<file path="config.mk">
export PLATFORM = sky130hd
export DESIGN_NAME = fetch_unit
export DESIGN_NICKNAME = d
export VERILOG_FILES = /design/src/hw/fetch_pkg.sv /design/src/hw/predict_if.sv /design/src/hw/fetch_unit.sv /design/src/hw/fetch_queue.sv /design/src/hw/slot_predecode.sv /design/src/hw/branch_predictor.sv /design/src/hw/fetch_control.sv /design/src/hw/table_init_counter.sv
export VERILOG_INCLUDE_DIRS = /design/src /design/src/hw
export SDC_FILE = /design/constraint.sdc
export NUM_CORES = 2
export LEC_CHECK = 0
export BUFFER_PORTS_ARGS = -buffer_cell sky130_fd_sc_hd__buf_4
export CAP_MARGIN = 20
export CORE_MARGIN = 5
export CORE_UTILIZATION = 50
export CTS_CLUSTER_SIZE = 30
export DETAILED_ROUTE_END_ITERATION = 8
export PLACE_DENSITY = 0.67
export SETUP_SLACK_MARGIN = 0.02
export SLEW_MARGIN = 20
export SYNTH_ARGS = -nofsm -noshare
export SYNTH_HDL_FRONTEND = slang
export SYNTH_SLANG_ARGS = --single-unit
</file>
<file path="constraint.sdc">
create_clock -name clk -period 39.8 [get_ports clk]
set_clock_uncertainty 0.1 [all_clocks]
set_input_delay 7.96 -clock clk [delete_from_list [all_inputs] [get_ports clk]]
set_output_delay 7.96 -clock clk [all_outputs]
set_load 0.02 [all_outputs]
</file>
<file path="src/hw/fetch_config.svh">
`ifndef FETCH_CONFIG_SVH
`define FETCH_CONFIG_SVH

// First fetch address after reset
`define RESET_VECTOR 32'h8000_0000

`define PC_W 32

// BTB and counter table geometry, both tables share one index
`define TABLE_ABITS 5
`define TABLE_DEPTH 32

// Tag covers the PC bits above the word index
`define TAG_W (`PC_W - `TABLE_ABITS - 2)

// Decoder packet queue
`define QUEUE_DEPTH 2

`endif
</file>
<file path="src/hw/fetch_pkg.sv">
`include "fetch_config.svh"

package fetch_pkg;

    // Fetch controller states
    typedef enum logic [1:0] {
        INIT,
        REQUEST,
        WAIT_RESP
    } fetch_state_e;

    // RV32 major opcodes of interest to the pre-decoder
    typedef enum logic [6:0] {
        BRANCH = 7'b1100011,
        JAL    = 7'b1101111,
        JALR   = 7'b1100111,
        OTHER  = 7'b0000000
    } opcode_e;

    // Saturating 2-bit counter, MSB set means predict taken
    typedef logic [1:0] counter_t;

    // One decoder slot
    typedef struct packed {
        logic [`PC_W-1:0] pc;
        logic [31:0]      instr;
        logic             bp;
        logic [`PC_W-1:0] bt;
        logic             valid;
    } dec_slot_t;

    // slot0 sits at the lower address
    typedef struct packed {
        dec_slot_t slot1;
        dec_slot_t slot0;
    } fetch_packet_t;

endpackage

</file>
<file path="src/hw/predict_if.sv">
`timescale 1ns/10ps
`include "fetch_config.svh"

interface predict_if;

    // Lookup request, valid on request acceptance
    logic                   lookup_en;
    logic [`PC_W-1:0]       lookup_pc;

    // Per-slot results, index 0 is the even word
    logic [1:0]             hit;
    logic [1:0]             taken;
    logic [1:0][`PC_W-1:0]  target;

    // Fetch controller side
    modport ctrl (output lookup_en, lookup_pc);

    // Predictor table side
    modport tables (input lookup_en, lookup_pc, output hit, taken, target);

    // Pre-decoder reads the registered results
    modport user (input hit, taken, target);

endinterface

</file>
<file path="src/hw/fetch_unit.sv">
`timescale 1ns/10ps
`include "fetch_config.svh"

module fetch_unit
    import fetch_pkg::*;
(
    input  logic             clk,
    input  logic             rst,
    // Instruction memory
    output logic [`PC_W-1:0] req_addr,
    output logic             req_valid,
    input  logic             req_ready,
    input  logic [63:0]      resp_data,
    input  logic             resp_valid,
    // Decoder, slot0 lower address
    output logic             dec_valid0,
    output logic [`PC_W-1:0] dec_pc0,
    output logic [31:0]      dec_instr0,
    output logic             dec_bp0,
    output logic [`PC_W-1:0] dec_bt0,
    output logic             dec_valid1,
    output logic [`PC_W-1:0] dec_pc1,
    output logic [31:0]      dec_instr1,
    output logic             dec_bp1,
    output logic [`PC_W-1:0] dec_bt1,
    input  logic             dec_ready,
    // Resolved branches and redirect from execute
    input  logic             br_valid,
    input  logic             br_taken,
    input  logic [`PC_W-1:0] br_pc,
    input  logic [`PC_W-1:0] br_target,
    input  logic             pc_override,
    input  logic [`PC_W-1:0] new_pc
);

    logic                    init_active;
    logic [`TABLE_ABITS-1:0] init_index;
    logic                    queue_full;
    logic                    queue_valid;
    logic                    queue_flush;
    logic [`PC_W-1:0]        next_pc;
    logic [`PC_W-1:0]        fetch_pc;
    logic                    drop_resp;
    logic                    resp_accept;
    fetch_packet_t           wr_packet;
    fetch_packet_t           rd_packet;

    predict_if pif ();

    table_init_counter u_init (
        .clk         (clk),
        .rst         (rst),
        .init_active (init_active),
        .init_index  (init_index)
    );

    fetch_control u_control (
        .clk         (clk),
        .rst         (rst),
        .init_active (init_active),
        .queue_full  (queue_full),
        .req_ready   (req_ready),
        .resp_valid  (resp_valid),
        .req_valid   (req_valid),
        .req_addr    (req_addr),
        .pc_override (pc_override),
        .new_pc      (new_pc),
        .next_pc     (next_pc),
        .drop_resp   (drop_resp),
        .resp_accept (resp_accept),
        .fetch_pc    (fetch_pc),
        .pif         (pif.ctrl)
    );

    branch_predictor u_predictor (
        .clk         (clk),
        .rst         (rst),
        .init_active (init_active),
        .init_index  (init_index),
        .br_valid    (br_valid),
        .br_taken    (br_taken),
        .br_pc       (br_pc),
        .br_target   (br_target),
        .pif         (pif.tables)
    );

    slot_predecode u_predecode (
        .resp_data (resp_data),
        .fetch_pc  (fetch_pc),
        .pif       (pif.user),
        .packet    (wr_packet),
        .next_pc   (next_pc)
    );

    // Redirects and stale responses both clear the queue
    assign queue_flush = pc_override || drop_resp;

    fetch_queue u_queue (
        .clk       (clk),
        .rst       (rst),
        .flush     (queue_flush),
        .wr_en     (resp_accept),
        .wr_packet (wr_packet),
        .full      (queue_full),
        .rd_valid  (queue_valid),
        .rd_packet (rd_packet),
        .rd_ready  (dec_ready)
    );

    // Slot valids only count while the queue holds a packet
    assign dec_valid0 = queue_valid && rd_packet.slot0.valid;
    assign dec_pc0    = rd_packet.slot0.pc;
    assign dec_instr0 = rd_packet.slot0.instr;
    assign dec_bp0    = rd_packet.slot0.bp;
    assign dec_bt0    = rd_packet.slot0.bt;
    assign dec_valid1 = queue_valid && rd_packet.slot1.valid;
    assign dec_pc1    = rd_packet.slot1.pc;
    assign dec_instr1 = rd_packet.slot1.instr;
    assign dec_bp1    = rd_packet.slot1.bp;
    assign dec_bt1    = rd_packet.slot1.bt;

endmodule

</file>
<file path="src/hw/fetch_queue.sv">
`timescale 1ns/10ps
`include "fetch_config.svh"

module fetch_queue
    import fetch_pkg::*;
(
    input  logic          clk,
    input  logic          rst,
    input  logic          flush,
    input  logic          wr_en,
    input  fetch_packet_t wr_packet,
    output logic          full,
    output logic          rd_valid,
    output fetch_packet_t rd_packet,
    input  logic          rd_ready
);

    localparam int PTR_W = $clog2(`QUEUE_DEPTH);
    localparam logic [PTR_W-1:0] LAST = PTR_W'(`QUEUE_DEPTH - 1);

    fetch_packet_t    mem [`QUEUE_DEPTH];
    logic [PTR_W-1:0] wr_ptr;
    logic [PTR_W-1:0] rd_ptr;
    logic [PTR_W:0]   count;
    logic             do_wr;
    logic             do_rd;

    assign full      = count == (PTR_W+1)'(`QUEUE_DEPTH);
    assign rd_valid  = count != '0;
    // Head shows without waiting for a read
    assign rd_packet = mem[rd_ptr];
    assign do_wr     = wr_en && !full;
    assign do_rd     = rd_valid && rd_ready;

    always_ff @(posedge clk) begin
        if (do_wr) begin
            mem[wr_ptr] <= wr_packet;
        end
    end

    always_ff @(posedge clk) begin
        if (rst || flush) begin
            wr_ptr <= '0;
            rd_ptr <= '0;
            count  <= '0;
        end else begin
            if (do_wr) begin
                wr_ptr <= (wr_ptr == LAST) ? '0 : wr_ptr + 1'b1;
            end
            if (do_rd) begin
                rd_ptr <= (rd_ptr == LAST) ? '0 : rd_ptr + 1'b1;
            end
            count <= count + (PTR_W+1)'(do_wr) - (PTR_W+1)'(do_rd);
        end
    end

    // Fetch controller only issues when there is room
    assert property (@(posedge clk) disable iff (rst)
        wr_en |-> !full)
        else $error("queue written while full");

endmodule

</file>
<file path="src/hw/slot_predecode.sv">
`timescale 1ns/10ps
`include "fetch_config.svh"

module slot_predecode
    import fetch_pkg::*;
(
    input  logic [63:0]      resp_data,
    input  logic [`PC_W-1:0] fetch_pc,
    predict_if.user          pif,
    output fetch_packet_t    packet,
    output logic [`PC_W-1:0] next_pc
);

    // Control transfer opcodes, everything else folds to OTHER
    function automatic opcode_e classify(logic [6:0] op);
        case (op)
            BRANCH:  return BRANCH;
            JAL:     return JAL;
            JALR:    return JALR;
            default: return OTHER;
        endcase
    endfunction

    logic [`PC_W-1:0] aligned;
    logic [`PC_W-1:0] aligned_plus4;
    logic [`PC_W-1:0] aligned_plus8;
    logic [31:0]      instr0;
    logic [31:0]      instr1;
    logic             cti0;
    logic             cti1;
    logic             slot0_ok;
    logic             slot1_ok;
    logic             bp0;
    logic             bp1;
    logic             both_cti;

    assign aligned       = {fetch_pc[`PC_W-1:3], 3'b000};
    assign aligned_plus4 = aligned + `PC_W'(4);
    assign aligned_plus8 = aligned + `PC_W'(8);

    // Low word is the lower address
    assign instr0 = resp_data[31:0];
    assign instr1 = resp_data[63:32];
    assign cti0   = classify(instr0[6:0]) != OTHER;
    assign cti1   = classify(instr1[6:0]) != OTHER;

    // Entry at PC+4 skips the low word
    assign slot0_ok = !fetch_pc[2];

    // Taken needs a branch opcode, a BTB hit and a set counter MSB
    assign bp0 = slot0_ok && cti0 && pif.hit[0] && pif.taken[0];
    assign bp1 = cti1 && pif.hit[1] && pif.taken[1];

    // Only one branch per packet, the second is refetched alone
    assign both_cti = slot0_ok && cti0 && cti1;
    assign slot1_ok = !bp0 && !both_cti;

    always_comb begin
        if (bp0) begin
            next_pc = pif.target[0];
        end else if (both_cti) begin
            next_pc = aligned_plus4;
        end else if (bp1) begin
            next_pc = pif.target[1];
        end else begin
            next_pc = aligned_plus8;
        end
    end

    always_comb begin
        packet.slot0.pc    = aligned;
        packet.slot0.instr = instr0;
        packet.slot0.bp    = bp0;
        packet.slot0.bt    = bp0 ? pif.target[0] : aligned_plus4;
        packet.slot0.valid = slot0_ok;
        packet.slot1.pc    = aligned_plus4;
        packet.slot1.instr = instr1;
        packet.slot1.bp    = bp1 && slot1_ok;
        // When slot1 survives, the packet's next PC follows it
        packet.slot1.bt    = next_pc;
        packet.slot1.valid = slot1_ok;
    end

endmodule

</file>
<file path="src/hw/branch_predictor.sv">
`timescale 1ns/10ps
`include "fetch_config.svh"

module branch_predictor
    import fetch_pkg::*;
(
    input  logic                    clk,
    input  logic                    rst,
    input  logic                    init_active,
    input  logic [`TABLE_ABITS-1:0] init_index,
    input  logic                    br_valid,
    input  logic                    br_taken,
    input  logic [`PC_W-1:0]        br_pc,
    input  logic [`PC_W-1:0]        br_target,
    predict_if.tables               pif
);

    // BTB fields kept in parallel arrays, target stored as a word address
    logic                    btb_valid  [`TABLE_DEPTH];
    logic [`TAG_W-1:0]       btb_tag    [`TABLE_DEPTH];
    logic [`PC_W-3:0]        btb_target [`TABLE_DEPTH];
    // Bimodal counters
    counter_t                bht        [`TABLE_DEPTH];

    logic [`TABLE_ABITS-1:0] rd_index [2];
    logic [`TAG_W-1:0]       rd_tag;
    logic [`TABLE_ABITS-1:0] wr_index;
    counter_t                wr_count;

    // Even word for slot0, odd word for slot1
    assign rd_index[0] = {pif.lookup_pc[`TABLE_ABITS+1:3], 1'b0};
    assign rd_index[1] = {pif.lookup_pc[`TABLE_ABITS+1:3], 1'b1};
    assign rd_tag      = pif.lookup_pc[`PC_W-1:`TABLE_ABITS+2];
    assign wr_index    = br_pc[`TABLE_ABITS+1:2];

    // Saturating update of the resolved branch's counter
    always_comb begin
        wr_count = bht[wr_index];
        if (br_taken && wr_count != 2'b11) begin
            wr_count = wr_count + 2'b01;
        end else if (!br_taken && wr_count != 2'b00) begin
            wr_count = wr_count - 2'b01;
        end
    end

    // Table writes, the init sweep has priority
    always_ff @(posedge clk) begin
        if (init_active) begin
            btb_valid[init_index] <= 1'b0;
            // Weakly not-taken
            bht[init_index]       <= 2'b01;
        end else if (br_valid) begin
            bht[wr_index] <= wr_count;
            // Only taken branches allocate a target
            if (br_taken) begin
                btb_valid[wr_index]  <= 1'b1;
                btb_tag[wr_index]    <= br_pc[`PC_W-1:`TABLE_ABITS+2];
                btb_target[wr_index] <= br_target[`PC_W-1:2];
            end
        end
    end

    // Lookup results, held until the next request
    always_ff @(posedge clk) begin
        if (rst) begin
            pif.hit   <= '0;
            pif.taken <= '0;
        end else if (pif.lookup_en) begin
            for (int i = 0; i < 2; i++) begin
                pif.hit[i]   <= btb_valid[rd_index[i]] && (btb_tag[rd_index[i]] == rd_tag);
                pif.taken[i] <= bht[rd_index[i]][1];
            end
        end
    end

    always_ff @(posedge clk) begin
        if (pif.lookup_en) begin
            for (int i = 0; i < 2; i++) begin
                pif.target[i] <= {btb_target[rd_index[i]], 2'b00};
            end
        end
    end

    // Execute stage must not resolve branches before the sweep is done
    assert property (@(posedge clk) disable iff (rst)
        br_valid |-> !init_active)
        else $error("training write during table init");

endmodule

</file>
<file path="src/hw/fetch_control.sv">
`timescale 1ns/10ps
`include "fetch_config.svh"

module fetch_control
    import fetch_pkg::*;
(
    input  logic             clk,
    input  logic             rst,
    input  logic             init_active,
    input  logic             queue_full,
    input  logic             req_ready,
    input  logic             resp_valid,
    output logic             req_valid,
    output logic [`PC_W-1:0] req_addr,
    input  logic             pc_override,
    input  logic [`PC_W-1:0] new_pc,
    input  logic [`PC_W-1:0] next_pc,
    output logic             drop_resp,
    output logic             resp_accept,
    output logic [`PC_W-1:0] fetch_pc,
    predict_if.ctrl          pif
);

    fetch_state_e     state;
    // Address of the current fetch held until its response lands
    logic [`PC_W-1:0] pc;
    // Response in flight belongs to a fetch killed by a redirect
    logic             drop_pending;
    logic             req_fire;

    // No new request while the queue has no room
    assign req_valid = (state == REQUEST) && !queue_full;
    assign req_fire  = req_valid && req_ready;
    assign req_addr  = pc;
    assign fetch_pc  = pc;

    // Stale data is thrown away even when the redirect comes with it
    assign drop_resp   = resp_valid && (drop_pending || pc_override);
    assign resp_accept = resp_valid && (state == WAIT_RESP) && !drop_resp;

    // Predictor reads its tables on the same edge the memory takes the request
    assign pif.lookup_en = req_fire;
    assign pif.lookup_pc = pc;

    always_ff @(posedge clk) begin
        if (rst) begin
            state        <= INIT;
            drop_pending <= 1'b0;
            pc           <= `RESET_VECTOR;
        end else begin
            case (state)
                INIT: begin
                    // Hold off until both tables are cleared
                    if (!init_active) begin
                        state <= REQUEST;
                    end
                end
                REQUEST: begin
                    if (req_fire) begin
                        state <= WAIT_RESP;
                    end
                end
                WAIT_RESP: begin
                    // Slot is free again whether the response was dropped or not
                    if (resp_valid) begin
                        state <= REQUEST;
                    end
                end
                default: state <= INIT;
            endcase

            // Remember the redirect if a response is still owed to the old path
            if (pc_override) begin
                drop_pending <= req_fire || (state == WAIT_RESP && !resp_valid);
            end else if (resp_valid) begin
                drop_pending <= 1'b0;
            end

            // Redirect wins over the predicted next PC
            if (pc_override) begin
                pc <= new_pc;
            end else if (resp_accept) begin
                pc <= next_pc;
            end
        end
    end

    // A raised request stays up with a steady address until the memory takes it
    assert property (@(posedge clk) disable iff (rst)
        req_valid && !req_ready && !pc_override |=> req_valid && $stable(req_addr))
        else $error("request dropped or changed before acceptance");

    // Memory only answers a request that was accepted
    assert property (@(posedge clk) disable iff (rst)
        resp_valid |-> state == WAIT_RESP)
        else $error("response with no request outstanding");

endmodule

</file>
<file path="src/hw/table_init_counter.sv">
`timescale 1ns/10ps
`include "fetch_config.svh"

module table_init_counter (
    input  logic                    clk,
    input  logic                    rst,
    output logic                    init_active,
    output logic [`TABLE_ABITS-1:0] init_index
);

    localparam logic [`TABLE_ABITS-1:0] LAST_INDEX = `TABLE_ABITS'(`TABLE_DEPTH - 1);

    // Walk every table entry once, then stop
    always_ff @(posedge clk) begin
        if (rst) begin
            init_active <= 1'b1;
            init_index  <= '0;
        end else if (init_active) begin
            if (init_index == LAST_INDEX) begin
                init_active <= 1'b0;
            end
            init_index <= init_index + 1'b1;
        end
    end

    // Sweep ends exactly when the index rolls over
    assert property (@(posedge clk) disable iff (rst)
        init_active |=> (!init_active || init_index != '0))
        else $error("init sweep wrapped while still active");

endmodule

</file>
==> impl_metrics.toml <==
[power]
p_total_mw = 4.92
power.ir.vdd_worst_uv = 41.0
power.density_cell_area_mw_per_mm2 = 48.1
cellLeakagePower_nw = 32.3

[sta]
layout_worst_path_cycle_share = 0.298
worst_slew_margin_rel = 0.209
totalNegativeSetupSlack_ns = 0
fmax_ghz = 0.0842
hold_viol_final = 0
final-max-slew-violation-count = 0
setup_viol_count_final = 0
fin_worst_hold_slack_ns = 0.354
grt_setup_unrepaired = "false"
finalWorstPathRequiredPeriod_ns = 11.87
worstMarginPinSlew_ns = 1.18

[global_route]
grt.total_usage = 0.262
aggregate_global_routing_overflow = 0
first_global_vias = 45700
grt_start_max_net_pins = 142
antenna_violations_before_repair = 13
first_pass_grt_wire_length_um = 345000

[routing]
detail-route-antenna-nets = 0
via_count = 46300
drtIter0Drc = 6422
drtPass1Iterations = 6
detail_route.wl_per_cell_um = 33.9
drc = 0
vias_per_cell = 6.33
postRouteWirelength_um = 248000

[worst_setup_path]
worst-endpoint-arrival_ns = 12.23
cp-startpoint = "br_valid"
critical-path-slowest-cell = "sky130_fd_sc_hd__nor2_4"
worst_setup_path_end_kind = "flip-flop"
crit_path_end = "u_predictor.btb_target[15][15]$_DFFE_PP_"
critical_path.startpoint_type = "primary input"
setup.reg_to_reg.worst_slack_ns = 34.49
critical-path-top-cell-by-count = "sky130_fd_sc_hd__buf_4"
crit_required_ns = 40.16
critPathKind = "primary input to flip-flop"
r2r-end = "u_predictor.pif.hit[0]$_SDFFE_PP0P_"
critPathMaxFanout = 44
r2r_cells = 10
crit_path_cell_trace = "buf_4, nor2b_1, nand2_1, inv_2, nand3_1, nor2_4, buf_4"
crit_path_max_incr_delay_ns = 1.04

[flow_run]
drv_cap = 0

[final_layout]
area.sequential_mm2 = 0.0681
drive_gt1_frac = 0.316
finish.net_count = 4928
fillCellCount = 13100
layout_common_cells = "sky130_fd_sc_hd__edfxtp_1 (2230), sky130_fd_sc_hd__mux4_2 (521), sky130_fd_sc_hd__buf_4 (496)"
area_occupied_by_multi_input_gates_mm2 = 0.0201
area_growth_pct = 14.2
layout_commonest_cell = "sky130_fd_sc_hd__edfxtp_1"

[outcome]
run_status = "finished clean"

[synthesis]
synth-seq-cells = 2284
yosys.cell_types.count = 75
ys.flop_type = "sky130_fd_sc_hd__edfxtp_1"
synth-seq-area-share = 0.760
async_flop_share = 0
netlist_area_mm2 = 0.0896
post_synth.cell_area_avg_um2 = 20.8
synth_warnings = 0
synthCells = 4312
synth_edf_count = 2230

[clock_network]
clk_path_buf_depth = 3
cts-buffers-inserted = 221
clock_tree_from_tritoncts = "yes"
cts.sink_count = 2284
cts_max_level = 4
worst_setup_hold_path_clk_slew_ns = 0.06
clock_tree.root_cell = "sky130_fd_sc_hd__clkbuf_16"
insertion_delay_ns = 0.87
cts_post_setup_buffers_inserted = 0
post_cts.resized_instances = 0
cts_hold_repair.buffers = 0

[placement]
detailed_place_hpwl_um = 145000
placement.io_buffers = 382
last_weighted_congestion_value_of_the_routability_driven_placer = 0.881

[floorplan]
floorplan.initialDensity = 0.502
fp.dieH_um = 433
placement_rows = 155
design.core.area_mm2 = 0.178
width_of_the_die_um = 433
fp.dieArea_mm2 = 0.188
i_o_pins = 397

[worst_hold_path]
hp-class = "flip-flop to flip-flop"
area by class of cell:
class / instances / area share
sequential: 2284 / 0.665
multi-input combinational: 1704 / 0.197
clock buffer: 309 / 0.0588
timing repair buffer: 504 / 0.0381
tap: 2355 / 0.0288
clock inverter: 107 / 0.0105
inverter: 38 / 0.00141
antenna: 10 / 0.000245
per-stage QoR:
step / utilization / instances / instance area, um2 / setup slack, ns
2_1_floorplan: - / 4320 / 89600 / 19.96
3_3_place_gp: 0.533 / 6882 / 95100 / 26.73
3_5_place_dp: 0.533 / 6883 / 95200 / 26.60
4_1_cts: 0.573 / 7299 / 102000 / 27.51
5_1_grt: 0.573 / 7306 / 102000 / 27.74
6_report: 0.573 / 7311 / 102000 / 27.93
power breakdown:
part	switching [mW]	total (mW)	internal (mW)	leakage (nW)
clock	0.899	2.05	1.15	3.44
combinational	0.141	0.229	0.0878	8.32
sequential	0.00544	2.64	2.64	20.6
flip-flops by register name (all words and copies together), names as in the netlist, 2 cells and up, named ones only:
name / flops
u_predictor.btb_tag: 800
u_predictor.pif.taken: 2
u_queue.mem: 314
u_queue.count: 2
u_predictor.btb_valid: 32
u_predictor.bht: 64
u_predictor.btb_target: 960
u_control.fetch_pc: 32
u_predictor.pif.hit: 2
u_init.init_index: 5
u_predictor.pif.target: 60
u_control.state: 2
how the worst min path moves through the flow:
stage,startpoint,end,slack (ns),cells past startpoint
4_1_cts,u_predictor.pif.taken[1]$_SDFFE_PP0P_,u_predictor.pif.taken[1]$_SDFFE_PP0P_,0.36,2
5_1_grt,u_control.fetch_pc[6]$_SDFFE_PP0N_,u_queue.mem[0][167]$_DFFE_PP_,0.37,0
3_5_place_dp,u_control.fetch_pc[6]$_SDFFE_PP0N_,u_queue.mem[0][167]$_DFFE_PP_,0.34,0
6_report,u_control.fetch_pc[6]$_SDFFE_PP0N_,u_queue.mem[0][167]$_DFFE_PP_,0.35,0
3_3_place_gp,u_control.fetch_pc[6]$_SDFFE_PP0N_,u_queue.mem[0][167]$_DFFE_PP_,0.34,0
2_1_floorplan,u_predictor.pif.taken[0]$_SDFFE_PP0P_,u_predictor.pif.taken[0]$_SDFFE_PP0P_,0.33,2
critical path: cells and delay by family:
kind / cells / cell delay (ns)
AND/OR/NAND/NOR: 4 / 2.67
buffers and inverters: 3 / 1.48
cells in the mapped netlist, types with 52 or more instances:
cell                          n  area share
sky130_fd_sc_hd__o21ai_0     63      0.0035
sky130_fd_sc_hd__dfxtp_1     54       0.012
sky130_fd_sc_hd__xnor2_1     52      0.0051
sky130_fd_sc_hd__nand2_1    169      0.0071
sky130_fd_sc_hd__buf_4       87      0.0073
sky130_fd_sc_hd__nor2_1     181      0.0076
sky130_fd_sc_hd__mux2_2     166       0.021
sky130_fd_sc_hd__clkbuf_1   127      0.0053
sky130_fd_sc_hd__a21oi_1     58      0.0032
sky130_fd_sc_hd__edfxtp_1  2230        0.75
sky130_fd_sc_hd__mux2i_1    108       0.012
sky130_fd_sc_hd__mux4_2     521        0.13
sky130_fd_sc_hd__a22oi_1     56      0.0047
logic make-up (layout without fill, tap and decap cells):
logic type | after synthesis | count (layout) | synth area share
AO/OA/AOI/OAI | 303 | 303 | 0.0230
XOR/XNOR | 75 | 75 | 0.00733
adder cells (fa/ha/maj) | 7 | 7 | 0.000978
buffers and inverters | 332 | 958 | 0.0190
flip-flops | 2284 | 2284 | 0.760
multiplexers | 795 | 795 | 0.164
other | 2 | 20 | 0.0000838
AND/OR/NAND/NOR | 514 | 514 | 0.0261
layer usage:
layer / vias to the layer above / wire [um] / track usage
met1: 24500 / 92200 / 0.355
li1: 18600 / - / -
met3: 471 / 24800 / 0.0548
met5: - / 27 / 0
met2: 2713 / 118000 / 0.415
met4: 4 / 12700 / 0.121
(Power assumes the default switching activity.)
